## config.mk

```make
export PLATFORM = sky130hd
export DESIGN_NAME = hazardUnit
export DESIGN_NICKNAME = d
export VERILOG_FILES = /design/src/mipsIsaPkg.sv /design/src/pipeStagePkg.sv /design/src/hazardUnit.sv
export SDC_FILE = /design/constraint.sdc
export NUM_CORES = 1
export LEC_CHECK = 0
export ABC_CLOCK_PERIOD_IN_PS = 1600
export BUFFER_PORTS_ARGS = -buffer_cell sky130_fd_sc_hd__buf_2
export CAP_MARGIN = 40
export CORE_AREA = 2 2 141 143
export DETAILED_ROUTE_END_ITERATION = 8
export DIE_AREA = 0 0 143 145
export PLACE_DENSITY_LB_ADDON = 0.15
export REMOVE_ABC_BUFFERS = 1
export SYNTH_ARGS = -nofsm -noshare
export SYNTH_HDL_FRONTEND = slang
export SYNTH_SLANG_ARGS = --single-unit
```

## constraint.sdc

```tcl
create_clock -name vclk -period 1.6
set_clock_uncertainty 0.05 [all_clocks]
set_input_delay 0.32 -clock vclk [all_inputs]
set_output_delay 0.32 -clock vclk [all_outputs]
set_load 0.01 [all_outputs]
```

## src/mipsIsaPkg.sv

```systemverilog
`default_nettype none

package mipsIsaPkg;

   // Instruction field widths
   localparam int wordWidth    = 32;
   localparam int regAddrWidth = 5;
   localparam int regCount     = 32;
   localparam int opcodeWidth  = 6;
   localparam int functWidth   = 6;
   localparam int immWidth     = 16;
   localparam int jumpIdxWidth = 26;

   typedef logic [wordWidth-1:0]    wordT;
   typedef logic [regAddrWidth-1:0] regAddrT;

   // Primary opcode, bits 31:26
   typedef enum logic [opcodeWidth-1:0] {
      rType = 6'h00,
      j     = 6'h02,
      beq   = 6'h04,
      bne   = 6'h05,
      addi  = 6'h08,
      lw    = 6'h23,
      sw    = 6'h2b
   } opcodeT;

   // R-type function field, bits 5:0
   typedef enum logic [functWidth-1:0] {
      add  = 6'h20,
      sub  = 6'h22,
      andF = 6'h24,
      orF  = 6'h25,
      slt  = 6'h2a
   } functT;

   typedef enum logic [2:0] {
      aluAdd,
      aluSub,
      aluAnd,
      aluOr,
      aluSlt
   } aluOpT;

   // Control flow kind, resolved in execute
   typedef enum logic [1:0] {
      brNone,
      brEq,
      brNe,
      brJump
   } branchKindT;

endpackage

`default_nettype wire

```

## src/pipeStagePkg.sv

```systemverilog
`default_nettype none

package pipeStagePkg;

   // Fetch to decode
   typedef struct packed {
      mipsIsaPkg::wordT instr;
      mipsIsaPkg::wordT pcPlus4;
      logic             valid;
   } ifIdT;

   // Decoded control bits
   typedef struct packed {
      mipsIsaPkg::aluOpT      aluOp;
      logic                   aluSrcImm;
      logic                   regWrite;
      logic                   memRead;
      logic                   memWrite;
      logic                   memToReg;
      mipsIsaPkg::branchKindT branch;
   } ctrlT;

   // All control cleared, the pipeline bubble
   localparam ctrlT ctrlBubble = '{
      aluOp:     mipsIsaPkg::aluAdd,
      aluSrcImm: 1'b0,
      regWrite:  1'b0,
      memRead:   1'b0,
      memWrite:  1'b0,
      memToReg:  1'b0,
      branch:    mipsIsaPkg::brNone
   };

   // Decode to execute
   typedef struct packed {
      ctrlT                                     ctrl;
      mipsIsaPkg::wordT                         pcPlus4;
      mipsIsaPkg::wordT                         rsData;
      mipsIsaPkg::wordT                         rtData;
      mipsIsaPkg::wordT                         imm;
      logic [mipsIsaPkg::jumpIdxWidth-1:0]      jumpIndex;
      mipsIsaPkg::regAddrT                      rs;
      mipsIsaPkg::regAddrT                      rt;
      mipsIsaPkg::regAddrT                      rd;
   } idExT;

   // Execute to memory, only the controls still needed
   typedef struct packed {
      logic                regWrite;
      logic                memWrite;
      logic                memToReg;
      mipsIsaPkg::wordT    aluResult;
      mipsIsaPkg::wordT    storeData;
      mipsIsaPkg::regAddrT rd;
   } exMemT;

   // Memory to writeback
   typedef struct packed {
      logic                regWrite;
      mipsIsaPkg::regAddrT rd;
      mipsIsaPkg::wordT    data;
   } memWbT;

   // Operand source in execute
   typedef enum logic [1:0] {
      fwdNone,
      fwdMem,
      fwdWb
   } fwdSelT;

endpackage

`default_nettype wire

```

## src/hazardUnit.sv

```systemverilog
`timescale 1ns/1ps
`default_nettype none

module hazardUnit (
   input  wire pipeStagePkg::idExT  idEx,
   input  wire pipeStagePkg::exMemT exMem,
   input  wire pipeStagePkg::memWbT memWb,
   input  wire pipeStagePkg::ifIdT  ifId,
   input  wire logic                redirect,
   output pipeStagePkg::fwdSelT     fwdA,
   output pipeStagePkg::fwdSelT     fwdB,
   output logic                     stall,
   output logic                     flush
);

   mipsIsaPkg::regAddrT ifRs;
   mipsIsaPkg::regAddrT ifRt;

   // Nearest producer first and never register 0
   function automatic pipeStagePkg::fwdSelT fwdFor(mipsIsaPkg::regAddrT src);
      if (src == '0) begin
         return pipeStagePkg::fwdNone;
      end
      if (exMem.regWrite && exMem.rd == src) begin
         return pipeStagePkg::fwdMem;
      end
      if (memWb.regWrite && memWb.rd == src) begin
         return pipeStagePkg::fwdWb;
      end
      return pipeStagePkg::fwdNone;
   endfunction

   always_comb begin
      fwdA = fwdFor(idEx.rs);
      fwdB = fwdFor(idEx.rt);
   end

   assign ifRs = ifId.instr[25:21];
   assign ifRt = ifId.instr[20:16];

   // Load in execute with its consumer in decode
   assign stall = idEx.ctrl.memRead && ifId.valid && (idEx.rd != '0) &&
                  (idEx.rd == ifRs || idEx.rd == ifRt);

   // Kill the two younger slots on a taken branch or jump
   assign flush = redirect;

endmodule

`default_nettype wire

```

==> Implementation_results.wiki <==
{| class="wikitable"
! Metric !! Value
|-
| Crit path max fanout || 2
|-
| Worst hold path class || in2out
|-
| Detailed-route DRC error count || 0
|-
| Largest stage delay, worst path || 0.32 ns
|-
| Cell-by-cell listing of the critical path || buf_8 > xor2_1 > nor4_1 > nand3_1 > nor4b_4 > buf_4
|-
| Part of the power in the clock network || 0
|-
| Length of the first detailed-routing pass in iterations || 2
|-
| Die width || 143 um
|-
| Result of the run || finished, violations left
|-
| Required arrival time at the worst endpoint || 1.23 ns
|-
| Crit start category || input port
|-
| Inst Count DP || 372
|-
| Number of port buffers || 44
|-
| Synth Area per Inst || 7.51 um2
|-
| Utilization after layout || 0.0650
|-
| Global-route wire length before repair || 4200 um
|-
| Top-Level Pins || 361
|-
| Number of routed nets with antenna violations || 0
|-
| Wire length per cell after detailed routing || 7.82 um
|-
| Maximum number of pins on one net before global-route repair || 4
|-
| Number of global-route vias before repair || 664
|-
| Remaining Overflow, GRT || 0
|-
| Crit path max-delay family || simple AND/OR/NAND/NOR gates
|-
| Drt first-iter violations || 2
|-
| Area fraction of the dominant cell type after synthesis || 0.346
|-
| Final non-filler cell total || 373
|-
| Total wirelength of the detailed-routed design || 2920 um
|-
| Most common library cells after synthesis || xnor2_1 (16), xor2_1 (14), nand3_1 (4), nor2_1 (4), or4_1 (3)
|-
| Yosys warnings || 0
|-
| FF+latch area || 0 um2
|-
| Die span in y || 145 um
|-
| Total routing usage reported by global routing || 0.0268
|-
| Multi-input combinational cell area || 498 um2
|-
| Max IR drop VDD || 99.8 uV
|-
| Last weighted congestion value of the routability-driven placer || 0.640
|-
| Total via count after detailed routing || 576
|-
| Clock buffers || 0
|-
| Number of unique standard cell types used by synthesis || 13
|-
| Slew at the pin closest to its max-slew limit || 0.290 ns
|-
| Leakage dissipation || 0.425 nW
|-
| Share of the clock period used by the worst path after layout || 1.08
|-
| Area added between synthesis and finish || 208%
|-
| Setup-failing EPs final || 5
|-
| Fill cell total of the finished layout || 2284
|-
| Via density || 1.54
|-
| # diodes || 0
|-
| Setup ws final || -0.133 ns
|-
| Number of antenna violations at the first check in global routing || 0
|-
| Pwr dens || 188 nW/um2
|-
| Row count || 51
|-
| Number of buffers and inverters on the critical path || 2
|-
| Fraction of power spent switching nets || 0.425
|-
| Number of pins exceeding their max-slew limit in the final report || 0
|-
| Final HPWL DP || 2770 um
|-
| Ratio of cells with drive above 1 in the final layout || 0.648
|-
| Dominant cells by area after synthesis || xnor2_1 (35%), xor2_1 (30%), or4_1 (5.6%), nand3_1 (4.9%), nor4b_1 (4.3%)
|-
| Max-cap violation count || 0
|-
| Top achievable clock speed || 577 MHz
|-
| Die footprint || 20700 um2
|-
| Crit path kind || in2out
|-
| Post-Synthesis Cell Area || 405 um2
|-
| Hold Vio Cnt, Final || 0
|-
| Net count of the finished layout || 465
|-
| Total net switching power || 0.0999 mW
|-
| Internal cell power || 0.135 mW
|-
| Max-slew headroom || 0.805
|-
| Register share of total power || 0
|-
| Worst EP arrival || 1.36 ns
|-
| Effective utilization at floorplan || 0.0211
|-
| Slowest stage cell, crit path || nor4_1
|-
| Fin crit period || 1.73 ns
|-
| Post-Syn Instances || 54
|-
| Unrepaired setup endpoints after global routing || yes
|-
| Combinational cell fraction of total power || 1.000
|-
| Post-synthesis cell type with the largest combined area || xnor2_1
|-
| Violations in the final reports || negative setup slack
|-
| Sequential area share after synthesis || 0
|-
| Most frequent cell after synthesis || xnor2_1
|-
| Count of sequential standard cells || 0
|-
| Endpoint kind of the worst setup timing path || output port
|-
| Core region area || 19200 um2
|}
cells in the final DEF, fill, tap and decap left out:
master	count
buf_2	26
xnor2_1	15
xor2_1	13
buf_6	13
buf_4	13
nand3_1	3
or4_4	3
nor2_4	3
buf_8	3
nor3_2	2
nand2_1	2
nand4_1	2
nor4b_4	2
o211ai_2	1
a21oi_1	1
xnor2_2	1
xor2_2	1
nor4_2	1
nand3_2	1
nor4_1	1
nor2_1	1
what timing repair did:
item	4_1_cts	5_1_grt
pin swaps	23	9
buffers inserted	1	1
cloned	0	0
setup endpoints to repair	5	5
hold buffers	0	0
gates resized for setup	36	13
cell type report:
cell class / count / share of cell area
multi-input cells: 53 / 0.399
well taps: 265 / 0.266
repair buffers: 55 / 0.336
per-layer routing:
layer  global-route usage  up-vias  part of all wire  wire (um)
li1                     -      295                 -          -
met1               0.0386      258              0.46       1340
met3              0.00495        0             0.063        184
met5                    0        -                 0          0
met4                    0        0                 0          0
met2               0.0440       23              0.48       1390
path summary, 6_finish.rpt:
kind | start | end | slack (ns) | depth (start not counted)
setup / recovery | exMem[4] | fwdA[1] | -0.13 | 6
hold / removal | redirect | flush | 0.59 | 0
stage by stage:
stage          area, um2  hold WS, ns  total power, mW  worst slack (ns)  TNS [ns]
2_1_floorplan        398        0.590           0.0715             0.167         0
3_3_place_gp        1020        0.592            0.188            -0.502     -1.20
3_5_place_dp        1020        0.592            0.186            -0.430     -1.12
4_1_cts             1180        0.592            0.221            -0.150    -0.586
5_1_grt             1250        0.592            0.256            -0.196    -0.824
6_report            1250        0.592            0.235            -0.133    -0.507
power by group through the flow:
stage	Combinational [mW]	Clock (mW)	Sequential, mW
finish	0.235	0	0
global route	0.256	0	0
CTS	0.221	0	0
detailed placement	0.186	0	0
global placement	0.188	0	0
floorplan	0.0715	0	0
logic make-up (layout without fill, tap and decap cells):
family,count (synthesis),count (layout),share of synthesized area
xor+xnor,30,30,0.648
buf+inv,1,55,0.0185
simple gates,21,21,0.290
compound gates,2,2,0.0432
No activity file was read; power rests on OpenSTA's default activity.
