===== config.mk =====
export PLATFORM = sky130hd
export DESIGN_NAME = decodeStage
export DESIGN_NICKNAME = d
export VERILOG_FILES = /design/src/mipsIsaPkg.sv /design/src/pipeStagePkg.sv /design/src/decodeStage.sv
export SDC_FILE = /design/constraint.sdc
export NUM_CORES = 1
export LEC_CHECK = 0
export ABC_CLOCK_PERIOD_IN_PS = 5900
export BUFFER_PORTS_ARGS = -buffer_cell sky130_fd_sc_hd__buf_2
export CAP_MARGIN = 20
export CORE_UTILIZATION = 45
export CTS_CLUSTER_DIAMETER = 150
export DETAILED_ROUTE_END_ITERATION = 10
export SYNTH_ARGS = -nofsm -noshare
export SYNTH_HDL_FRONTEND = slang
export SYNTH_SLANG_ARGS = --single-unit

===== constraint.sdc =====
create_clock -name Clk -period 5.9 [get_ports Clk]
set_input_delay 1.18 -clock Clk [delete_from_list [all_inputs] [get_ports Clk]]
set_output_delay 1.18 -clock Clk [all_outputs]
set_load 0.005 [all_outputs]

===== src/mipsIsaPkg.sv =====
`default_nettype none

package mipsIsaPkg;

   // Instruction field widths
   localparam int wordWidth    = 32;
   localparam int regAddrWidth = 5;
   localparam int regCount     = 32;
   localparam int opcodeWidth  = 6;
   localparam int functWidth   = 6;
   localparam int immWidth     = 16;
   localparam int jumpIdxWidth = 26;

   typedef logic [wordWidth-1:0]    wordT;
   typedef logic [regAddrWidth-1:0] regAddrT;

   // Primary opcode, bits 31:26
   typedef enum logic [opcodeWidth-1:0] {
      rType = 6'h00,
      j     = 6'h02,
      beq   = 6'h04,
      bne   = 6'h05,
      addi  = 6'h08,
      lw    = 6'h23,
      sw    = 6'h2b
   } opcodeT;

   // R-type function field, bits 5:0
   typedef enum logic [functWidth-1:0] {
      add  = 6'h20,
      sub  = 6'h22,
      andF = 6'h24,
      orF  = 6'h25,
      slt  = 6'h2a
   } functT;

   typedef enum logic [2:0] {
      aluAdd,
      aluSub,
      aluAnd,
      aluOr,
      aluSlt
   } aluOpT;

   // Control flow kind, resolved in execute
   typedef enum logic [1:0] {
      brNone,
      brEq,
      brNe,
      brJump
   } branchKindT;

endpackage

`default_nettype wire


===== src/pipeStagePkg.sv =====
`default_nettype none

package pipeStagePkg;

   // Fetch to decode
   typedef struct packed {
      mipsIsaPkg::wordT instr;
      mipsIsaPkg::wordT pcPlus4;
      logic             valid;
   } ifIdT;

   // Decoded control bits
   typedef struct packed {
      mipsIsaPkg::aluOpT      aluOp;
      logic                   aluSrcImm;
      logic                   regWrite;
      logic                   memRead;
      logic                   memWrite;
      logic                   memToReg;
      mipsIsaPkg::branchKindT branch;
   } ctrlT;

   // All control cleared, the pipeline bubble
   localparam ctrlT ctrlBubble = '{
      aluOp:     mipsIsaPkg::aluAdd,
      aluSrcImm: 1'b0,
      regWrite:  1'b0,
      memRead:   1'b0,
      memWrite:  1'b0,
      memToReg:  1'b0,
      branch:    mipsIsaPkg::brNone
   };

   // Decode to execute
   typedef struct packed {
      ctrlT                                     ctrl;
      mipsIsaPkg::wordT                         pcPlus4;
      mipsIsaPkg::wordT                         rsData;
      mipsIsaPkg::wordT                         rtData;
      mipsIsaPkg::wordT                         imm;
      logic [mipsIsaPkg::jumpIdxWidth-1:0]      jumpIndex;
      mipsIsaPkg::regAddrT                      rs;
      mipsIsaPkg::regAddrT                      rt;
      mipsIsaPkg::regAddrT                      rd;
   } idExT;

   // Execute to memory, only the controls still needed
   typedef struct packed {
      logic                regWrite;
      logic                memWrite;
      logic                memToReg;
      mipsIsaPkg::wordT    aluResult;
      mipsIsaPkg::wordT    storeData;
      mipsIsaPkg::regAddrT rd;
   } exMemT;

   // Memory to writeback
   typedef struct packed {
      logic                regWrite;
      mipsIsaPkg::regAddrT rd;
      mipsIsaPkg::wordT    data;
   } memWbT;

   // Operand source in execute
   typedef enum logic [1:0] {
      fwdNone,
      fwdMem,
      fwdWb
   } fwdSelT;

endpackage

`default_nettype wire


===== src/decodeStage.sv =====
`timescale 1ns/1ps
`default_nettype none

module decodeStage (
   input  wire logic                Clk,
   input  wire logic                rst,
   input  wire logic                stall,
   input  wire logic                flush,
   input  wire pipeStagePkg::ifIdT  ifId,
   input  wire pipeStagePkg::memWbT memWb,
   output pipeStagePkg::idExT       idEx
);

   mipsIsaPkg::opcodeT  opcode;
   mipsIsaPkg::functT   funct;
   pipeStagePkg::ctrlT  ctrl;
   mipsIsaPkg::regAddrT rsAddr;
   mipsIsaPkg::regAddrT rtAddr;
   mipsIsaPkg::regAddrT rdAddr;
   mipsIsaPkg::wordT    immExt;
   mipsIsaPkg::wordT    regs [mipsIsaPkg::regCount];

   assign rsAddr = ifId.instr[25:21];
   assign rtAddr = ifId.instr[20:16];
   assign rdAddr = ifId.instr[15:11];
   assign immExt = {{(32 - mipsIsaPkg::immWidth){ifId.instr[15]}},
                    ifId.instr[mipsIsaPkg::immWidth-1:0]};

   //////////////////////////////////////////////////////////////////////
   // Control decode
   //////////////////////////////////////////////////////////////////////

   always_comb begin
      opcode = mipsIsaPkg::opcodeT'(ifId.instr[31:26]);
      funct  = mipsIsaPkg::functT'(ifId.instr[5:0]);
      ctrl   = pipeStagePkg::ctrlBubble;
      case (opcode)
         mipsIsaPkg::rType: begin
            ctrl.regWrite = 1'b1;
            case (funct)
               mipsIsaPkg::add:  ctrl.aluOp = mipsIsaPkg::aluAdd;
               mipsIsaPkg::sub:  ctrl.aluOp = mipsIsaPkg::aluSub;
               mipsIsaPkg::andF: ctrl.aluOp = mipsIsaPkg::aluAnd;
               mipsIsaPkg::orF:  ctrl.aluOp = mipsIsaPkg::aluOr;
               mipsIsaPkg::slt:  ctrl.aluOp = mipsIsaPkg::aluSlt;
               // Unknown function, nop included
               default:          ctrl.regWrite = 1'b0;
            endcase
         end
         mipsIsaPkg::addi: begin
            ctrl.aluSrcImm = 1'b1;
            ctrl.regWrite  = 1'b1;
         end
         mipsIsaPkg::lw: begin
            ctrl.aluSrcImm = 1'b1;
            ctrl.regWrite  = 1'b1;
            ctrl.memRead   = 1'b1;
            ctrl.memToReg  = 1'b1;
         end
         mipsIsaPkg::sw: begin
            ctrl.aluSrcImm = 1'b1;
            ctrl.memWrite  = 1'b1;
         end
         // Compare by subtraction, zero flag decides
         mipsIsaPkg::beq: begin
            ctrl.aluOp  = mipsIsaPkg::aluSub;
            ctrl.branch = mipsIsaPkg::brEq;
         end
         mipsIsaPkg::bne: begin
            ctrl.aluOp  = mipsIsaPkg::aluSub;
            ctrl.branch = mipsIsaPkg::brNe;
         end
         mipsIsaPkg::j:   ctrl.branch = mipsIsaPkg::brJump;
         default:         ctrl = pipeStagePkg::ctrlBubble;
      endcase
      // Empty slot from reset or flush
      if (!ifId.valid) begin
         ctrl = pipeStagePkg::ctrlBubble;
      end
   end

   //////////////////////////////////////////////////////////////////////
   // Register file
   //////////////////////////////////////////////////////////////////////

   // Zero register, then same-cycle writeback, then array
   function automatic mipsIsaPkg::wordT readReg(mipsIsaPkg::regAddrT addr);
      if (addr == '0) begin
         return '0;
      end
      if (memWb.regWrite && memWb.rd == addr) begin
         return memWb.data;
      end
      return regs[addr];
   endfunction

   always_ff @(posedge Clk) begin
      if (memWb.regWrite && memWb.rd != '0) begin
         regs[memWb.rd] <= memWb.data;
      end
   end

   // Decode/execute register
   always_ff @(posedge Clk) begin
      if (rst || stall || flush) begin
         idEx.ctrl <= pipeStagePkg::ctrlBubble;
      end else begin
         idEx.ctrl <= ctrl;
      end
      idEx.pcPlus4   <= ifId.pcPlus4;
      idEx.rsData    <= readReg(rsAddr);
      idEx.rtData    <= readReg(rtAddr);
      idEx.imm       <= immExt;
      idEx.jumpIndex <= ifId.instr[mipsIsaPkg::jumpIdxWidth-1:0];
      idEx.rs        <= rsAddr;
      idEx.rt        <= rtAddr;
      // R-type writes rd, immediate forms write rt
      idEx.rd        <= (opcode == mipsIsaPkg::rType) ? rdAddr : rtAddr;
   end

endmodule

`default_nettype wire


==> run summary, run 1 <==
Job
* 0 — maximum capacitance violations

Power
* 317 nW/um2 — total power density per cell area
* 50.2% — Seq pwr share
* 8.2% — part of the total power dissipated in combinational logic
* 41.6% — proportion of power drawn by the clock network
* 233 uV — VDD IR-drop max
* 22.7% — Sw Ratio
* 4.18 mW — net load switching power
* 18.8 nW — static power due to leakage
* 14.3 mW — internal power component
* 18.4 mW — Tot Pwr

Critical path
* 0.81 ns — Crit path largest cell delay
* 3.84 ns — register-to-register path setup slack
* sky130_fd_sc_hd__nand2b_2 — CP max stage cell
* regs[27][30]$_DFFE_PP_ — FF-to-FF Start
* 4.40 ns — worst path arrival time
* in -> reg — Setup Crit Path Kind
* 31 — highest net fanout along the worst path
* sky130_fd_sc_hd__buf_4 — crit-path most repeated cell
* buf_4 > buf_4 > nand2b_2 > buf_4 > o22ai_1 > o21ai_0 > o2111a_1 — CP Cell Sequence
* input pin — kind of start point of the critical path
* 5 — length in cells of the worst reg-to-reg path
* idEx[103]$_SDFF_PN0_ — capture instance of the worst register-to-register path
* 6.54 ns — Crit path required time
* flop — nature of the critical path endpoint

Yosys
* 1160 — post-synthesis register bit count
* 19.9 um2 — mean post-synth cell area
* 51100 um2 — Mapped Area
* sky130_fd_sc_hd__edfxtp_1 — Top FF cell, synth
* 2571 — Post-Synthesis Cells
* 65.5% — post-synthesis sequential area ratio
* 0% — fraction of registers with async set/reset
* 51 — post-synth cell types
* 1024 — count of flip-flops with a built-in enable after synthesis
* 0 — Yosys warning count

Global route
* 27.1% — combined global-route utilization of all metal layers
* 222000 um — global-route wire length before repair
* 10 — initial antenna violation count
* 0 — total overflow reported by the global router
* 30.7k — via count of the first global-routing pass
* 120 — largest net degree at the start of global routing

Route
* 29.6k — via total after detailed routing
* 6.66 — number of vias per cell
* 35.0 um — WL per Instance
* 3376 — Iteration-0 DRC Markers
* 0 — DRC violations left
* 0 — ANT nets after route
* 156000 um — Post-Route WL
* 5 — Pre-Repair DR Iteration Count

Floorplanning
* 112000 um2 — core region area
* 286 — number of top-level design ports
* 115000 um2 — DIE AREA
* 339 um — Die Width
* 123 — number of standard-cell rows in the floorplan
* 339 um — die height
* 45.4% — Initial Util

STA
* 2.13 ns — worst-case setup margin in the final layout
* 0 — Final Hold Vio Count
* 1.12 ns — worst-margin pin slew
* 0.562 ns — worst hold slack after final layout
* 266 MHz — Peak Freq
* 3.77 ns — Tmin final
* 0.0262 ns — worst clock skew on the final layout
* 0 — Final setup violation count
* 24.9% — remaining max-slew budget at the tightest pin
* 0 — Slew Viols, Final
* 63.8% — crit share post-route
* 0 ns — setup total negative slack
* false — RSZ-0062 raised after global routing

Finish
* 13.9% — area growth from synthesis to layout
* 2945 — Layout Nets
* 39.8% — share of cells above drive strength 1
* 58200 um2 — final standard cell area without fillers

Clocking
* 0 — Hold-fix buffers, CTS
* 0 — postcts setup bufs
* 0 — post-cts gate resize count
* 120 — clock buffer count from CTS
* 3 — CTS max path bufs
* sky130_fd_sc_hd__clkbuf_16 — Root Driver
* 1160 — count of clock tree sinks
* 0.06 ns — clock slew at reported path FFs
* done — CTS tree
* 3 — number of H-tree levels
* 0.72 ns — worst skew pair latency

Run status
* finished clean — run status

Worst hold path
* ifId[41] — startpoint of the worst hold path
* in -> reg — Hold Path Class
* 1 — Min-Delay Path Depth
* idEx[23]$_DFF_P_ — worst hold path endpoint

Placed design
* 54100 um2 — post-detailed-placement cell area
* 285 — number of input and output port buffers inserted
* 87900 um — detailed-placement wirelength estimate
* 1.61 ns — worst slack, placed
* 0.826 — Final GP Congestion

[Yosys cell counts (all sizes together), types with 62 or more instances]
library cell | n | area share (%)
edfxtp | 1024 | 60
mux4 | 510 | 22
buf | 160 | 2.0
dfxtp | 136 | 5.3
o22ai | 127 | 1.6
clkbuf | 90 | 0.66
nand2 | 78 | 0.57
mux2i | 71 | 1.4
mux2 | 67 | 1.5
o21ai | 65 | 0.64
o2111a | 62 | 1.4
o211ai | 62 | 0.91
[placed cells by master (no fill, tap or decap), types with 8 or more instances in the layout]
cell type	synthesis	layout
sky130_fd_sc_hd__o21ai_0	64	64
sky130_fd_sc_hd__mux4_2	510	510
sky130_fd_sc_hd__clkbuf_8	0	21
sky130_fd_sc_hd__clkinv_1	0	14
sky130_fd_sc_hd__buf_4	64	72
sky130_fd_sc_hd__clkbuf_16	0	124
sky130_fd_sc_hd__clkbuf_1	90	32
sky130_fd_sc_hd__o2111a_1	62	62
sky130_fd_sc_hd__xor2_1	8	8
sky130_fd_sc_hd__dfxtp_1	136	136
sky130_fd_sc_hd__bufinv_16	0	10
sky130_fd_sc_hd__o211ai_1	62	62
sky130_fd_sc_hd__clkinv_2	0	22
sky130_fd_sc_hd__mux2_2	67	67
sky130_fd_sc_hd__mux2i_1	71	71
sky130_fd_sc_hd__nor2_4	0	19
sky130_fd_sc_hd__nand2_1	78	73
sky130_fd_sc_hd__conb_1	1	32
sky130_fd_sc_hd__o22ai_1	127	127
sky130_fd_sc_hd__buf_2	63	277
sky130_fd_sc_hd__edfxtp_1	1024	1024
sky130_fd_sc_hd__nor2_1	29	10
[through the flow]
stage	cells	utilization, %
global placement	4213	48.1
global route	4445	51.7
finish	4449	51.7
detailed placement	4214	48.1
CTS	4442	51.7
floorplan	2602	-
[worst max-delay path by stage]
stage	depth (start not counted)	startpoint	slack, ns	endpoint
CTS	7	ifId[57]	2.36	idEx[110]$_SDFF_PN0_
global placement	7	ifId[57]	1.67	idEx[110]$_SDFF_PN0_
detailed placement	7	ifId[57]	1.61	idEx[110]$_SDFF_PN0_
global route	7	ifId[57]	2.26	idEx[110]$_SDFF_PN0_
floorplan	3	memWb[33]	0.30	regs[19][0]$_DFFE_PP_
finish	7	ifId[57]	2.13	idEx[110]$_SDFF_PN0_
[power by group through the flow]
| stage | combinational [mW] | clock (mW) | sequential, mW |
|---|---|---|---|
| CTS | 1.51 | 7.81 | 9.25 |
| detailed placement | 1.50 | 0 | 9.42 |
| global placement | 1.48 | 0 | 9.41 |
| global route | 1.59 | 8.11 | 9.26 |
| floorplan | 0.913 | 0 | 9.36 |
| finish | 1.50 | 7.68 | 9.26 |
[logic make-up (layout without fill, tap and decap cells)]
kind of cell,after synthesis,after routing,share of synthesized area [%]
buffers and inverters,253,595,2.70
and+or+nand+nor,168,168,1.56
muxes,648,648,25.4
DFF,1160,1160,65.5
AOI/OAI and AO/OA,330,330,4.67
xor gates and xnor gates,11,11,0.189
other,1,37,0.00734
[routing by layer]
layer | global-route usage [%] | up-vias | part of all wire [%]
met5 | 0 | - | 0
met2 | 42.4 | 1758 | 47
met3 | 5.15 | 264 | 9.5
li1 | - | 11600 | -
met4 | 7.85 | 0 | 2.8
met1 | 38.9 | 16000 | 41
[registers in the layout, indices dropped and copies added, names as in the netlist]
| signal | count |
|---|---|
| idEx | 136 |
| regs | 1024 |
[area by class of cell]
class | instances | area [um2]
Fill cell | 8905 | 54300
Sequential cell | 1160 | 33500
Multi-Input combinational cell | 1189 | 16600
Clock buffer | 173 | 3460
Timing Repair Buffer | 364 | 2210
Tap cell | 1500 | 1880
Clock inverter | 55 | 537
Antenna cell | 5 | 12.5
Inverter | 3 | 11.3
[worst max-delay path: cells and delay by family]
family,cells,cell delay (ns)
simple gates,1,0.81
buf+inv,3,1.22
compound gates,3,1.11
Power figures use the tool's default switching activity.
==> inputs of run 2 (changes only) <==
ABC_CLOCK_PERIOD_IN_PS = 3470   (was 5900)
clock period = 3.47 ns   (was 5.9 ns; I/O delays follow)
==> run 2 against run 1 <==
  * Worst setup slack worse by 0.92 ns
  * Clock skew decreased by 0.013 ns
  * Register-to-register slack lost 2.3 ns
  * Die area is the same
  * Largest power group unchanged
  * Clock power is 71% higher
  * Largest cell class unchanged
  * Critical path depth fell by 1
  * Routed wire length up 2.3%
  * Critical path type unchanged
==> run summary, run 2 (same netlist as run 1, synthesis figures left out) <==
Floorplanning
* 45.4% — Initial Util, unchanged
* 339 um — die height, unchanged
* 112000 um2 — core region area, unchanged
* 339 um — Die Width, unchanged
* 115000 um2 — DIE AREA, unchanged
* 286 — number of top-level design ports, unchanged
* 123 — number of standard-cell rows in the floorplan, unchanged

STA
* 0 — Final setup violation count, unchanged
* 0.778 ns — worst-margin pin slew, was 1.12 ns
* 0 ns — setup total negative slack, unchanged
* 2.26 ns — Tmin final
* 65.1% — crit share post-route
* 0 — Slew Viols, Final, unchanged
* false — RSZ-0062 raised after global routing, unchanged
* 48.1% — remaining max-slew budget at the tightest pin, was 24.9%
* 443 MHz — Peak Freq
* 0.0131 ns — worst clock skew on the final layout, was 0.0262 ns
* 0 — Final Hold Vio Count, unchanged

Clocking
* 3 — number of H-tree levels, unchanged
* 0 — postcts setup bufs, unchanged
* 0.71 ns — worst skew pair latency, was 0.72 ns
* done — CTS tree, unchanged
* 121 — clock buffer count from CTS, was 120
* 0 — Hold-fix buffers, CTS, unchanged
* 1160 — count of clock tree sinks, unchanged
* 0 — post-cts gate resize count, unchanged
* 3 — CTS max path bufs, unchanged
* 0.06 ns — clock slew at reported path FFs, about the same
* sky130_fd_sc_hd__clkbuf_16 — Root Driver, unchanged

Finish
* regs: 1024 flops, idEx: 136 flops — biggest regs, unchanged
* 3026 — Layout Nets, was 2945
* 16.4% — area growth from synthesis to layout, was 13.9%
* 4529 — final non-filler cell total, was 4449
* sky130_fd_sc_hd__edfxtp_1 — most common cell after layout, fill and taps aside, unchanged
* 8738 — number of filler instances in the final layout, was 8905
* sky130_fd_sc_hd__edfxtp_1 (1024), sky130_fd_sc_hd__mux4_2 (510), sky130_fd_sc_hd__buf_2 (277) — most frequent cells in the layout, unchanged
* 1024 — max reg flops, unchanged
* regs — register containing the most flip-flops in the final layout, unchanged
* 41.6% — share of cells above drive strength 1, was 39.8%

Critical path
* 4.12 ns — Crit path required time, was 6.54 ns
* flop — nature of the critical path endpoint, unchanged
* 41 — highest net fanout along the worst path, was 31
* 2.91 ns — worst path arrival time, was 4.40 ns
* in -> reg — Setup Crit Path Kind, unchanged
* ifId[51] — start point of the critical path, was ifId[57]
* input pin — kind of start point of the critical path, unchanged
* regs[28][30]$_DFFE_PP_ — FF-to-FF Start, was regs[27][30]$_DFFE_PP_

Route
* 6.58 — number of vias per cell, was 6.66
* 159000 um — Post-Route WL, was 156000 um
* 0 — ANT nets after route, unchanged
* 35.2 um — WL per Instance, was 35.0 um
* 6 — Pre-Repair DR Iteration Count, was 5
* 29.8k — via total after detailed routing, was 29.6k
* 0 — DRC violations left, unchanged
* 3795 — Iteration-0 DRC Markers, was 3376

Placed design
* 4296 — number of placed cells counting well taps, was 4214
* 92800 um — detailed-placement wirelength estimate, was 87900 um
* 285 — number of input and output port buffers inserted, unchanged
* 0.832 — Final GP Congestion, was 0.826

Global route
* 71 — largest net degree at the start of global routing, was 120
* 224000 um — global-route wire length before repair, was 222000 um
* 0 — total overflow reported by the global router, unchanged
* 27.7% — combined global-route utilization of all metal layers, was 27.1%
* 30.2k — via count of the first global-routing pass, was 30.7k
* 11 — initial antenna violation count, was 10

Worst hold path
* in -> reg — Hold Path Class, unchanged
* ifId[12] — startpoint of the worst hold path, was ifId[41]

Job
* 0 — maximum capacitance violations, unchanged

Power
* 567 uV — VDD IR-drop max, was 233 uV
* 530 nW/um2 — total power density per cell area, was 317 nW/um2
* 19.5 nW — static power due to leakage, was 18.8 nW

Run status
* finished clean — run status, unchanged

==> run 2: metal layers <==
layer  track usage [%]  up-vias  wire [um]
met3              5.36      317      15400
li1                  -    11700          -
met4              8.54        6       5230
met2              44.6     1831      76600
met5                 0        -         40
met1              38.2    15900      61900
==> run 2: path summary, 6_finish.rpt <==
path / slack, ns / depth (start not counted) / endpoint
hold / removal: 0.08 / 1 / idEx[148]$_DFF_P_
setup / recovery: 1.21 / 6 / idEx[78]$_SDFF_PN0_
setup reg to reg: 1.59 / 5 / idEx[103]$_SDFF_PN0_
hold reg to reg: 0.97 / 4 / idEx[109]$_SDFF_PN0_
==> run 2: worst max-delay path, stage by stage <==
cell and delay, ns:
sky130_fd_sc_hd__clkbuf_8 0.50, sky130_fd_sc_hd__or2_2 0.55, sky130_fd_sc_hd__buf_12 0.23, sky130_fd_sc_hd__o22ai_1 0.08
sky130_fd_sc_hd__o21ai_0 0.49, sky130_fd_sc_hd__o2111a_1 0.30
==> run 2: layout make-up <==
class / count / area [um2] / share of cell area (%)
flip-flops and latches: 1160 / 33500 / 56.3
multi-input cells: 1189 / 16700 / 28.1
clock buffers: 169 / 3470 / 5.83
repair buffers: 444 / 3370 / 5.66
well taps: 1500 / 1880 / 3.16
clock inverters: 63 / 579 / 0.974
inverters: 3 / 11.3 / 0.0189
diodes: 1 / 2.50 / 0.00421
==> run 2: where the power goes <==
group	total (mW)	internal (mW)	leakage [nW]	switching, mW
clock network	13.1	7.68	1.99	5.40
registers	15.7	15.5	10.4	0.219
logic	2.69	1.20	7.10	1.49
==> run 2: metrics by stage <==
| stage | total power [mW] | hold slack [ns] | worst slack [ns] | area, um2 | utilization [%] |
|---|---|---|---|---|---|
| 6_report | 31.5 | 0.0841 | 1.21 | 59500 | 52.9 |
| 5_1_grt | 32.4 | 0.0517 | 1.15 | 59500 | 52.9 |
| 2_1_floorplan | 17.5 | 0.722 | -1.24 | 51300 | - |
| 3_3_place_gp | 18.7 | 0.796 | 0.549 | 55400 | 49.3 |
| 3_5_place_dp | 18.7 | 0.798 | 0.518 | 55400 | 49.3 |
| 4_1_cts | 31.7 | 0.0408 | 1.24 | 59500 | 52.9 |
