==> config.mk <==
export PLATFORM = sky130hd
export DESIGN_NAME = executeStage
export DESIGN_NICKNAME = d
export VERILOG_FILES = /design/src/mipsIsaPkg.sv /design/src/pipeStagePkg.sv /design/src/aluUnit.sv /design/src/branchResolver.sv /design/src/executeStage.sv
export SDC_FILE = /design/constraint.sdc
export NUM_CORES = 1
export LEC_CHECK = 0
export BUFFER_PORTS_ARGS = -buffer_cell sky130_fd_sc_hd__buf_4
export CAP_MARGIN = 20
export CORE_MARGIN = 2
export CORE_UTILIZATION = 45
export DETAILED_ROUTE_END_ITERATION = 8
export MAX_ROUTING_LAYER = met4
export PLACE_DENSITY = 0.71
export SYNTH_ARGS = -nofsm -noshare
export SYNTH_HDL_FRONTEND = slang
export SYNTH_SLANG_ARGS = --single-unit
==> constraint.sdc <==
create_clock -name Clk -period 18.65 [get_ports Clk]
set_input_delay 5.595 -clock Clk [delete_from_list [all_inputs] [get_ports Clk]]
set_output_delay 5.595 -clock Clk [all_outputs]
set_load 0.02 [all_outputs]
==> src/mipsIsaPkg.sv <==
`default_nettype none

package mipsIsaPkg;

   // Instruction field widths
   localparam int wordWidth    = 32;
   localparam int regAddrWidth = 5;
   localparam int regCount     = 32;
   localparam int opcodeWidth  = 6;
   localparam int functWidth   = 6;
   localparam int immWidth     = 16;
   localparam int jumpIdxWidth = 26;

   typedef logic [wordWidth-1:0]    wordT;
   typedef logic [regAddrWidth-1:0] regAddrT;

   // Primary opcode, bits 31:26
   typedef enum logic [opcodeWidth-1:0] {
      rType = 6'h00,
      j     = 6'h02,
      beq   = 6'h04,
      bne   = 6'h05,
      addi  = 6'h08,
      lw    = 6'h23,
      sw    = 6'h2b
   } opcodeT;

   // R-type function field, bits 5:0
   typedef enum logic [functWidth-1:0] {
      add  = 6'h20,
      sub  = 6'h22,
      andF = 6'h24,
      orF  = 6'h25,
      slt  = 6'h2a
   } functT;

   typedef enum logic [2:0] {
      aluAdd,
      aluSub,
      aluAnd,
      aluOr,
      aluSlt
   } aluOpT;

   // Control flow kind, resolved in execute
   typedef enum logic [1:0] {
      brNone,
      brEq,
      brNe,
      brJump
   } branchKindT;

endpackage

`default_nettype wire

==> src/pipeStagePkg.sv <==
`default_nettype none

package pipeStagePkg;

   // Fetch to decode
   typedef struct packed {
      mipsIsaPkg::wordT instr;
      mipsIsaPkg::wordT pcPlus4;
      logic             valid;
   } ifIdT;

   // Decoded control bits
   typedef struct packed {
      mipsIsaPkg::aluOpT      aluOp;
      logic                   aluSrcImm;
      logic                   regWrite;
      logic                   memRead;
      logic                   memWrite;
      logic                   memToReg;
      mipsIsaPkg::branchKindT branch;
   } ctrlT;

   // All control cleared, the pipeline bubble
   localparam ctrlT ctrlBubble = '{
      aluOp:     mipsIsaPkg::aluAdd,
      aluSrcImm: 1'b0,
      regWrite:  1'b0,
      memRead:   1'b0,
      memWrite:  1'b0,
      memToReg:  1'b0,
      branch:    mipsIsaPkg::brNone
   };

   // Decode to execute
   typedef struct packed {
      ctrlT                                     ctrl;
      mipsIsaPkg::wordT                         pcPlus4;
      mipsIsaPkg::wordT                         rsData;
      mipsIsaPkg::wordT                         rtData;
      mipsIsaPkg::wordT                         imm;
      logic [mipsIsaPkg::jumpIdxWidth-1:0]      jumpIndex;
      mipsIsaPkg::regAddrT                      rs;
      mipsIsaPkg::regAddrT                      rt;
      mipsIsaPkg::regAddrT                      rd;
   } idExT;

   // Execute to memory, only the controls still needed
   typedef struct packed {
      logic                regWrite;
      logic                memWrite;
      logic                memToReg;
      mipsIsaPkg::wordT    aluResult;
      mipsIsaPkg::wordT    storeData;
      mipsIsaPkg::regAddrT rd;
   } exMemT;

   // Memory to writeback
   typedef struct packed {
      logic                regWrite;
      mipsIsaPkg::regAddrT rd;
      mipsIsaPkg::wordT    data;
   } memWbT;

   // Operand source in execute
   typedef enum logic [1:0] {
      fwdNone,
      fwdMem,
      fwdWb
   } fwdSelT;

endpackage

`default_nettype wire

==> src/aluUnit.sv <==
`timescale 1ns/1ps
`default_nettype none

module aluUnit (
   input  wire mipsIsaPkg::aluOpT aluOp,
   input  wire mipsIsaPkg::wordT  opA,
   input  wire mipsIsaPkg::wordT  opB,
   output mipsIsaPkg::wordT       result,
   output logic                   zero
);

   always_comb begin
      case (aluOp)
         mipsIsaPkg::aluAdd: begin
            result = opA + opB;
         end
         mipsIsaPkg::aluSub: begin
            result = opA - opB;
         end
         mipsIsaPkg::aluAnd: begin
            result = opA & opB;
         end
         mipsIsaPkg::aluOr: begin
            result = opA | opB;
         end
         // Signed compare, result is 0 or 1
         mipsIsaPkg::aluSlt: begin
            result = {31'b0, $signed(opA) < $signed(opB)};
         end
         default: begin
            result = '0;
         end
      endcase
   end

   // Equality test for beq and bne
   assign zero = (result == '0);

endmodule

`default_nettype wire

==> src/branchResolver.sv <==
`timescale 1ns/1ps
`default_nettype none

module branchResolver (
   input  wire mipsIsaPkg::branchKindT          kind,
   input  wire mipsIsaPkg::wordT                pcPlus4,
   input  wire mipsIsaPkg::wordT                imm,
   input  wire logic [mipsIsaPkg::jumpIdxWidth-1:0] jumpIndex,
   input  wire logic                            zero,
   output logic                                 taken,
   output mipsIsaPkg::wordT                     target
);

   mipsIsaPkg::wordT branchTarget;
   mipsIsaPkg::wordT jumpTarget;

   // PC relative, word offset
   assign branchTarget = pcPlus4 + {imm[29:0], 2'b00};
   // Region of PC plus 4 joined with the word index
   assign jumpTarget   = {pcPlus4[31:28], jumpIndex, 2'b00};

   always_comb begin
      case (kind)
         mipsIsaPkg::brEq:   taken = zero;
         mipsIsaPkg::brNe:   taken = !zero;
         mipsIsaPkg::brJump: taken = 1'b1;
         default:            taken = 1'b0;
      endcase
   end

   assign target = (kind == mipsIsaPkg::brJump) ? jumpTarget : branchTarget;

endmodule

`default_nettype wire

==> src/executeStage.sv <==
`timescale 1ns/1ps
`default_nettype none

module executeStage (
   input  wire logic                 Clk,
   input  wire logic                 rst,
   input  wire pipeStagePkg::idExT   idEx,
   input  wire pipeStagePkg::fwdSelT fwdA,
   input  wire pipeStagePkg::fwdSelT fwdB,
   input  wire mipsIsaPkg::wordT     memFwdData,
   input  wire mipsIsaPkg::wordT     wbFwdData,
   output pipeStagePkg::exMemT       exMem,
   output logic                      redirect,
   output mipsIsaPkg::wordT          redirectTarget
);

   mipsIsaPkg::wordT opA;
   mipsIsaPkg::wordT regB;
   mipsIsaPkg::wordT opB;
   mipsIsaPkg::wordT aluResult;
   logic             aluZero;

   // Forwarding mux for both operands
   function automatic mipsIsaPkg::wordT pickOperand(pipeStagePkg::fwdSelT sel,
                                                    mipsIsaPkg::wordT     regVal);
      case (sel)
         pipeStagePkg::fwdMem: return memFwdData;
         pipeStagePkg::fwdWb:  return wbFwdData;
         default:              return regVal;
      endcase
   endfunction

   always_comb begin
      opA  = pickOperand(fwdA, idEx.rsData);
      regB = pickOperand(fwdB, idEx.rtData);
   end

   // Immediate forms take the sign-extended field
   assign opB  = idEx.ctrl.aluSrcImm ? idEx.imm : regB;

   aluUnit alu (
      .aluOp  (idEx.ctrl.aluOp),
      .opA    (opA),
      .opB    (opB),
      .result (aluResult),
      .zero   (aluZero)
   );

   // Runs beside the ALU on its zero flag
   branchResolver resolver (
      .kind      (idEx.ctrl.branch),
      .pcPlus4   (idEx.pcPlus4),
      .imm       (idEx.imm),
      .jumpIndex (idEx.jumpIndex),
      .zero      (aluZero),
      .taken     (redirect),
      .target    (redirectTarget)
   );

   // Execute/memory register
   always_ff @(posedge Clk) begin
      if (rst) begin
         exMem.regWrite <= 1'b0;
         exMem.memWrite <= 1'b0;
         exMem.memToReg <= 1'b0;
      end else begin
         exMem.regWrite <= idEx.ctrl.regWrite;
         exMem.memWrite <= idEx.ctrl.memWrite;
         exMem.memToReg <= idEx.ctrl.memToReg;
      end
      exMem.aluResult <= aluResult;
      // Store data comes after forwarding
      exMem.storeData <= regB;
      exMem.rd        <= idEx.rd;
   end

endmodule

`default_nettype wire

==> out/qor.txt, run 1 <==
Nets - 2110
DR WL met2 - 18.5 mm
num ports - 354
post-synthesis sequential area ratio - 14.6%
Initial DRT Pass Iterations - 6
Final ANT Viol Nets - 0
FMAX - 56.9 MHz
Post-synth EDFFs - 0
Startpoint Class - primary input
met3 WL - 3.75 mm
FF+latch count, synth - 72
Min-Delay Path Depth - 1
cells after synthesis - 1448
Die ar. - 0.0232 mm²
Int Power - 0.490 mW
share of cells above drive strength 1 - 22.7%
Worst Path Buf+Inv - 4
TritonCTS clock tree - done
most flop-heavy register - exMem
GPL Wtd Cong - 1.06
Synth-to-Final Area Change - 30.2%
biggest regs - exMem (72)
CTS buffer count - 9
# Post-CTS Setup Buffers - 0
crit path DAT - 11.97 ns
clock power share - 20.5%
fin util - 59.4%
largest net degree at the start of global routing - 65
Sw Share - 45.8%
Cell Area, Synth - 0.00989 mm²
antenna cell count - 0
Buffers on Ports - 342
DRC Markers - 0
chip width - 152 µm
HP Class - primary input to register
post-synth top area cell - ha_1
total negative setup slack - 0 ns
max-slew violation count - 0
Unique masters post-synth - 80
Main synth FF type - dfxtp_1
Slew headroom - 34.4%
initial antenna violation count - 0
Synth area leaders - ha_1 (17%), dfxtp_1 (15%), o21ai_0 (7.6%), a21oi_1 (6.7%), nand2_1 (6.0%)
WL final - 40.5 mm
number of max-cap violations - 0
H-Tree Depth - 3
Vias/cell - 5.88
CP Capture Type - output port
Total GRT Usage - 34.0%
DR top layer - met4
Tmin final - 17.57 ns
commonest non-fill, non-tap cell in the layout - buf_4
design area - 0.0129 mm²
die height - 152 µm
DP Worst Slack - 1.19 ns
average wire per standard cell - 20.1 µm
clock-pin slew of the registers on the worst-case setup and hold paths - 0.06 ns
Async SR Flop Fraction - 0%
grt ovf - 0
CP peak stage delay - 0.74 ns
Post-Syn Nets - 1831
Core ar. - 0.0217 mm²
worst vdd ir - 0.0000450 V
most frequent cells in the layout - buf_4 (355), nand2_1 (158), o21ai_0 (150)
first-pass GRT wire length - 61.0 mm
Power Density - 70.3 mW/mm²
Post-Syn Area per Cell - 6.83 µm²
share of the synthesized area in the top cell type - 16.6%
status - completed
CTS max path bufs - 2
placed standard-cell area - 0.0125 mm²
CTS resizes - 0
Yosys warnings - 0
P_sw - 0.415 mW
hold slack - 5.34 ns
root buf cell - clkbuf_16
Critical Path RT - 13.05 ns
Static Leakage - 6.20 nW
max reg flops - 72
cell with the largest stage delay on the worst path - a2111oi_0
vias in the first global route - 10839
most used cell, CP - buf_4
fin crit share - 94.2%
CP delay by family, top - compound AO/OA/AOI/OAI gates
Starting Density - 45.6%
Setup violations, final - 0
Cell Chain, Critical Path - buf_4 > ha_2 > buf_4 > nor2_1 > a21oi_1 > o21a_1 > inv_1 > fa_1 > a211oi_1 > o21ai_0 > a32oi_1 > xor2_1 > o22ai_1 > nor4_1 > o21ai_0 > or4_1 > a2111oi_0 > and4_1 > a21boi_1 > a31o_1 > buf_4
hold path startpoint - idEx[4]
M1 WL - 17.1 mm
Vias - 11821
worst-path fanout max - 37
# clock sinks - 72
Hold Path End - exMem[4]$_DFF_P_
Worst-Margin Slew - 0.982 ns
DP Wirelength - 33.4 mm
RSZ-0062 raised after global routing - no
combinational fraction of design power - 59.6%
# rows - 54
slack of the critical path - 1.08 ns
quantity of hold-fixing buffers added after cts - 0
WS Path Type - primary input to output port
Hold Vio Cnt, Final - 0
Iter 0 DRT Violations - 1123
Flop pwr share - 19.9%
[kinds of logic after synthesis]
| kind of cell | synth area share, % |
|---|---|
| mux | 0.557 |
| buf+inv | 9.12 |
| compound gates | 34.6 |
| xor+xnor | 4.07 |
| simple gates | 19.9 |
| flops | 14.6 |
| fa+ha+maj | 17.2 |
[synthesized netlist by cell type (all sizes together) (5+ instances only)]
| cell | instances |
|---|---|
| o21ai | 155 |
| nor4 | 12 |
| dfxtp | 72 |
| nor2b | 23 |
| a21oi | 132 |
| a22oi | 65 |
| nand3 | 21 |
| a21o | 19 |
| a211oi | 21 |
| clkbuf | 63 |
| nand2 | 158 |
| o21bai | 12 |
| nor2 | 120 |
| o21a | 9 |
| a31oi | 11 |
| xnor2 | 30 |
| nor3b | 5 |
| nor3 | 30 |
| o211ai | 15 |
| o311ai | 5 |
| o41ai | 6 |
| nand4 | 12 |
| and3 | 9 |
| o31ai | 14 |
| a211o | 5 |
| xor2 | 16 |
| buf | 25 |
| and2 | 5 |
| or3 | 8 |
| ha | 131 |
| nand2b | 8 |
| o22ai | 17 |
| inv | 145 |
[per-layer routing]
metal  vias to the layer above  GRT usage [%]
met3                        79           5.52
met5                         -              -
met4                         0           10.8
met2                       659           54.0
li1                       5711              -
met1                      5372           44.2
[worst max-delay path by stage]
| stage | start | endpoint | slack (ns) | cells past startpoint |
|---|---|---|---|---|
| 6_report | fwdB[1] | redirect | 1.08 | 21 |
| 4_1_cts | fwdB[1] | redirect | 1.16 | 21 |
| 3_5_place_dp | fwdB[1] | redirect | 1.19 | 21 |
| 5_1_grt | fwdB[0] | redirect | 0.72 | 22 |
| 3_3_place_gp | fwdB[1] | redirect | 1.19 | 21 |
| 2_1_floorplan | fwdB[0] | redirect | 3.01 | 21 |
[power by group through the flow]
| stage | registers, mW | logic [mW] | clock network, mW |
|---|---|---|---|
| floorplan | 0.210 | 0.314 | 0 |
| global placement | 0.184 | 0.523 | 0 |
| detailed placement | 0.184 | 0.526 | 0 |
| CTS | 0.181 | 0.528 | 0.188 |
| global route | 0.182 | 0.582 | 0.193 |
| finish | 0.180 | 0.539 | 0.185 |
[through the flow]
stage	instances	total power, mW
after detailed placement	1995	0.710
after CTS	2011	0.897
final	2012	0.905
after global placement	1995	0.707
after floorplan	1448	0.524
after global routing	2012	0.958
[layout make-up]
class	count	area [µm²]
clock buffers	9	225
clock inverters	7	80.1
fillers	2105	8810
inverters	145	544
multi-input cells	1143	7550
flip-flops and latches	72	1440
well taps	280	350
repair buffers	356	2690
(Power assumes the default switching activity.)
==> inputs of run 2 (changes only) <==
--- a/config.mk
+++ b/config.mk
@@ -7,6 +7,7 @@
 export LEC_CHECK = 0
 export BUFFER_PORTS_ARGS = -buffer_cell sky130_fd_sc_hd__buf_4
 export CAP_MARGIN = 20
+export CORE_ASPECT_RATIO = 0.7
 export CORE_MARGIN = 2
 export CORE_UTILIZATION = 45
 export DETAILED_ROUTE_END_ITERATION = 8
==> out/qor.txt, run 2 (synthesized netlist as in run 1, its figures left out) <==
grt ovf - 0
H-Tree Depth - 3
Starting Density - 45.7%
Initial DRT Pass Iterations - 6
Startpoint Class - primary input
Total GRT Usage - 37.1%
most flop-heavy register - exMem
Final ANT Viol Nets - 0
Static Leakage - 6.17 nW
vias in the first global route - 10816
quantity of hold-fixing buffers added after cts - 0
share of cells above drive strength 1 - 22.8%
FMAX - 56.2 MHz
biggest regs - exMem (72)
initial antenna violation count - 2
final std cells w/o fill - 2016
DP Wirelength - 35.8 mm
total negative setup slack - 0 ns
RSZ-0062 raised after global routing - no
GPL Wtd Cong - 1.02
Setup violations, final - 0
Tmin final - 17.81 ns
max reg flops - 72
CTS resizes - 0
crit path DAT - 12.21 ns
Vias - 12108
fill cell count - 2090
CTS buffer count - 9
dpl cells - 1997
worst vdd ir - 0.0000449 V
fin util - 59.4%
die height - 128 µm
root buf cell - clkbuf_16
most frequent cells in the layout - buf_4 (355), nand2_1 (158), o21ai_0 (150)
HP Class - primary input to register
WL final - 43.8 mm
first-pass GRT wire length - 63.5 mm
Critical Path RT - 13.05 ns
CTS max path bufs - 2
chip width - 181 µm
WS Path Type - primary input to output port
status - completed
number of max-cap violations - 0
# Post-CTS Setup Buffers - 0
fin crit share - 95.5%
Core ar. - 0.0216 mm²
clock-pin slew of the registers on the worst-case setup and hold paths - 0.07 ns
Slew headroom - 27.6%
# clock sinks - 72
largest net degree at the start of global routing - 91
commonest non-fill, non-tap cell in the layout - buf_4
Hold Vio Cnt, Final - 0
Worst-Margin Slew - 1.07 ns
Power Density - 70.8 mW/mm²
average wire per standard cell - 21.7 µm
Synth-to-Final Area Change - 29.9%
# rows - 45
worst-path fanout max - 27
Die ar. - 0.0232 mm²
TritonCTS clock tree - done
CP Capture Type - output port
Buffers on Ports - 342
num ports - 354
Nets - 2109
DRC Markers - 0
Iter 0 DRT Violations - 1511
Vias/cell - 6.01
max-slew violation count - 0
[run 2: cell types whose count changed in the layout (fill, tap and decap cells not counted)]
| cell | before | now |
|---|---|---|
| ha_2 | 1 | 2 |
| clkbuf_16 | 10 | 9 |
| clkinv_4 | 2 | 1 |
| diode_2 | 0 | 3 |
| ha_1 | 130 | 129 |
| bufinv_16 | 1 | 0 |
| clkinvlp_4 | 1 | 2 |
| inv_6 | 1 | 3 |
| clkinv_2 | 1 | 0 |
[run 2: critical path, cell delays in order]
cell and delay, ns:
buf_4 0.12, ha_2 0.58, buf_4 0.38, nor2_1 0.08, a21oi_1 0.16, o21ai_0 0.21, ha_1 0.35, fa_1 0.50
a211oi_1 0.41, o21ai_0 0.26, a32oi_1 0.24, xor2_1 0.17, o22ai_1 0.11, nor4_1 0.61, o21ai_0 0.20, or4_1 0.48
a2111oi_0 0.80, buf_4 0.25, and4_1 0.24, a21boi_1 0.08, a31o_1 0.20, buf_4 0.16
[run 2: worst paths after layout]
kind	from	endpoint	slack (ns)	depth (start not counted)
min	idEx[3]	exMem[3]$_DFF_P_	5.33	1
max	fwdB[1]	redirect	0.84	22
[run 2: layout make-up]
class	instances	area [µm²]	share of cell area, %
multi-input combinational	1143	7550	58.8
timing repair buffer	355	2670	20.7
sequential	72	1440	11.2
inverter	145	544	4.24
tap	282	353	2.75
clock buffer	9	225	1.75
clock inverter	7	61.3	0.477
antenna	3	7.51	0.0584
[run 2: power breakdown]
part / internal (mW) / total [mW] / switching [mW]
Clock: 0.0927 / 0.177 / 0.0842
Sequential: 0.175 / 0.180 / 0.00571
Combinational: 0.211 / 0.553 / 0.342
[run 2: layer usage]
layer / wire, µm / GRT usage (%) / share of wire, %
met2: 18600 / 53.3 / 42
met1: 19300 / 52.0 / 44
met3: 4820 / 7.87 / 11
met5: 0 / - / 0
met4: 1090 / 10.3 / 2.5
[run 2: stage by stage]
step / power, mW / area [µm²] / hold WS, ns / worst slack [ns]
after CTS: 0.899 / 12800 / 5.32 / 1.15
after floorplan: 0.524 / 9890 / 5.62 / 3.01
after detailed placement: 0.720 / 12600 / 5.70 / 1.16
after global placement: 0.718 / 12600 / 5.70 / 1.16
after global routing: 0.960 / 12800 / 5.32 / 0.639
final: 0.910 / 12800 / 5.33 / 0.843
==> inputs of run 3 (changes only) <==
--- a/config.mk
+++ b/config.mk
@@ -13,6 +13,7 @@
 export DETAILED_ROUTE_END_ITERATION = 8
 export MAX_ROUTING_LAYER = met4
 export PLACE_DENSITY = 0.71
+export REMOVE_ABC_BUFFERS = 1
 export SYNTH_ARGS = -nofsm -noshare
 export SYNTH_HDL_FRONTEND = slang
 export SYNTH_SLANG_ARGS = --single-unit
==> out/qor.txt, run 3 (synthesized netlist as in run 1, its figures left out) <==
CP Capture Type - output port
Power Density - 71.1 mW/mm²
chip width - 181 µm
Final ANT Viol Nets - 0
WS Path Type - primary input to output port
H-Tree Depth - 3
final std cells w/o fill - 2014
share of cells above drive strength 1 - 22.7%
first-pass GRT wire length - 62.4 mm
Initial DRT Pass Iterations - 6
Synth-to-Final Area Change - 30.0%
Critical Path RT - 13.05 ns
worst vdd ir - 0.0000470 V
Static Leakage - 6.17 nW
initial antenna violation count - 2
most frequent cells in the layout - buf_4 (353), nand2_1 (158), o21ai_0 (150)
Setup violations, final - 0
Startpoint Class - primary input
Vias - 11946
Worst-Margin Slew - 0.957 ns
root buf cell - clkbuf_16
Tmin final - 17.60 ns
status - completed
clock-pin slew of the registers on the worst-case setup and hold paths - 0.07 ns
Slew headroom - 36.0%
GPL Wtd Cong - 0.980
Nets - 2108
max reg flops - 72
hold path startpoint - idEx[1]
Core ar. - 0.0216 mm²
WL final - 41.5 mm
# Post-CTS Setup Buffers - 0
Vias/cell - 5.93
RSZ-0062 raised after global routing - no
largest net degree at the start of global routing - 88
total power - 0.915 mW
crit path DAT - 12.00 ns
num ports - 354
CP Launch Point - fwdB[0]
commonest non-fill, non-tap cell in the layout - buf_4
Iter 0 DRT Violations - 1439
die height - 128 µm
Starting Density - 45.7%
grt ovf - 0
FMAX - 56.8 MHz
CTS buffer count - 9
DRC Markers - 0
Die ar. - 0.0232 mm²
max-slew violation count - 0
number of max-cap violations - 0
fin crit share - 94.4%
HP Class - primary input to register
DP Wirelength - 33.9 mm
biggest regs - exMem (72)
vias in the first global route - 10797
# clock sinks - 72
CTS resizes - 0
TritonCTS clock tree - done
most flop-heavy register - exMem
dpl cells - 1995
worst-path fanout max - 46
CTS max path bufs - 2
Buffers on Ports - 342
Total GRT Usage - 35.7%
average wire per standard cell - 20.6 µm
total negative setup slack - 0 ns
Hold Vio Cnt, Final - 0
# rows - 45
quantity of hold-fixing buffers added after cts - 0
## run 3: area by class of cell
cell class	count	area (µm²)
Multi-Input combinational cell	1143	7550
Tap cell	282	353
Clock buffer	9	225
Clock inverter	7	61.3
Fill cell	2103	8760
Antenna cell	2	5.00
Sequential cell	72	1440
Inverter	145	544
Timing Repair Buffer	354	2680
## run 3: layer usage
| metal | up-vias | routed length, µm | GRT usage [%] |
|---|---|---|---|
| met4 | 0 | 666 | 7.32 |
| li1 | 5709 | - | - |
| met5 | - | 0 | - |
| met1 | 5465 | 18900 | 51.2 |
| met2 | 733 | 16500 | 48.4 |
| met3 | 39 | 5410 | 10.9 |
## run 3: worst max-delay path, cell delays in order
cell	delay [ns]
buf_4	0.09
inv_1	0.04
ha_2	0.87
a21oi_1	0.17
o21ai_0	0.71
ha_1	0.29
inv_1	0.07
fa_1	0.43
nor3b_2	0.20
o311ai_2	0.29
o211ai_2	0.22
nor3_1	0.39
o21ai_1	0.13
xnor2_1	0.34
o21ai_0	0.13
or4_1	0.41
a2111oi_0	0.64
and4_1	0.51
a21boi_1	0.11
a31o_1	0.19
buf_4	0.15
## run 3: report_power, final
group | internal (mW) | switching (mW)
registers | 0.175 | 0.00632
logic | 0.212 | 0.340
clock network | 0.0931 | 0.0883
total | 0.480 | 0.435
## run 3: through the flow
stage / instance area (µm²) / setup slack (ns) / hold WS (ns) / util (%)
final: 12900 / 1.05 / 5.34 / 59.5
after global routing: 12900 / 0.811 / 5.33 / 59.5
after CTS: 12800 / 1.23 / 5.34 / 59.3
after detailed placement: 12500 / 1.26 / 5.70 / 58.0
after global placement: 12500 / 1.34 / 5.70 / 58.0
after floorplan: 9530 / 2.51 / 5.62 / -
## run 3: final timing paths
path                          endpoint  slack [ns]  cells past startpoint
worst min-delay path  exMem[1]$_DFF_P_        5.34                      1
worst max-delay path          redirect        1.05                     21
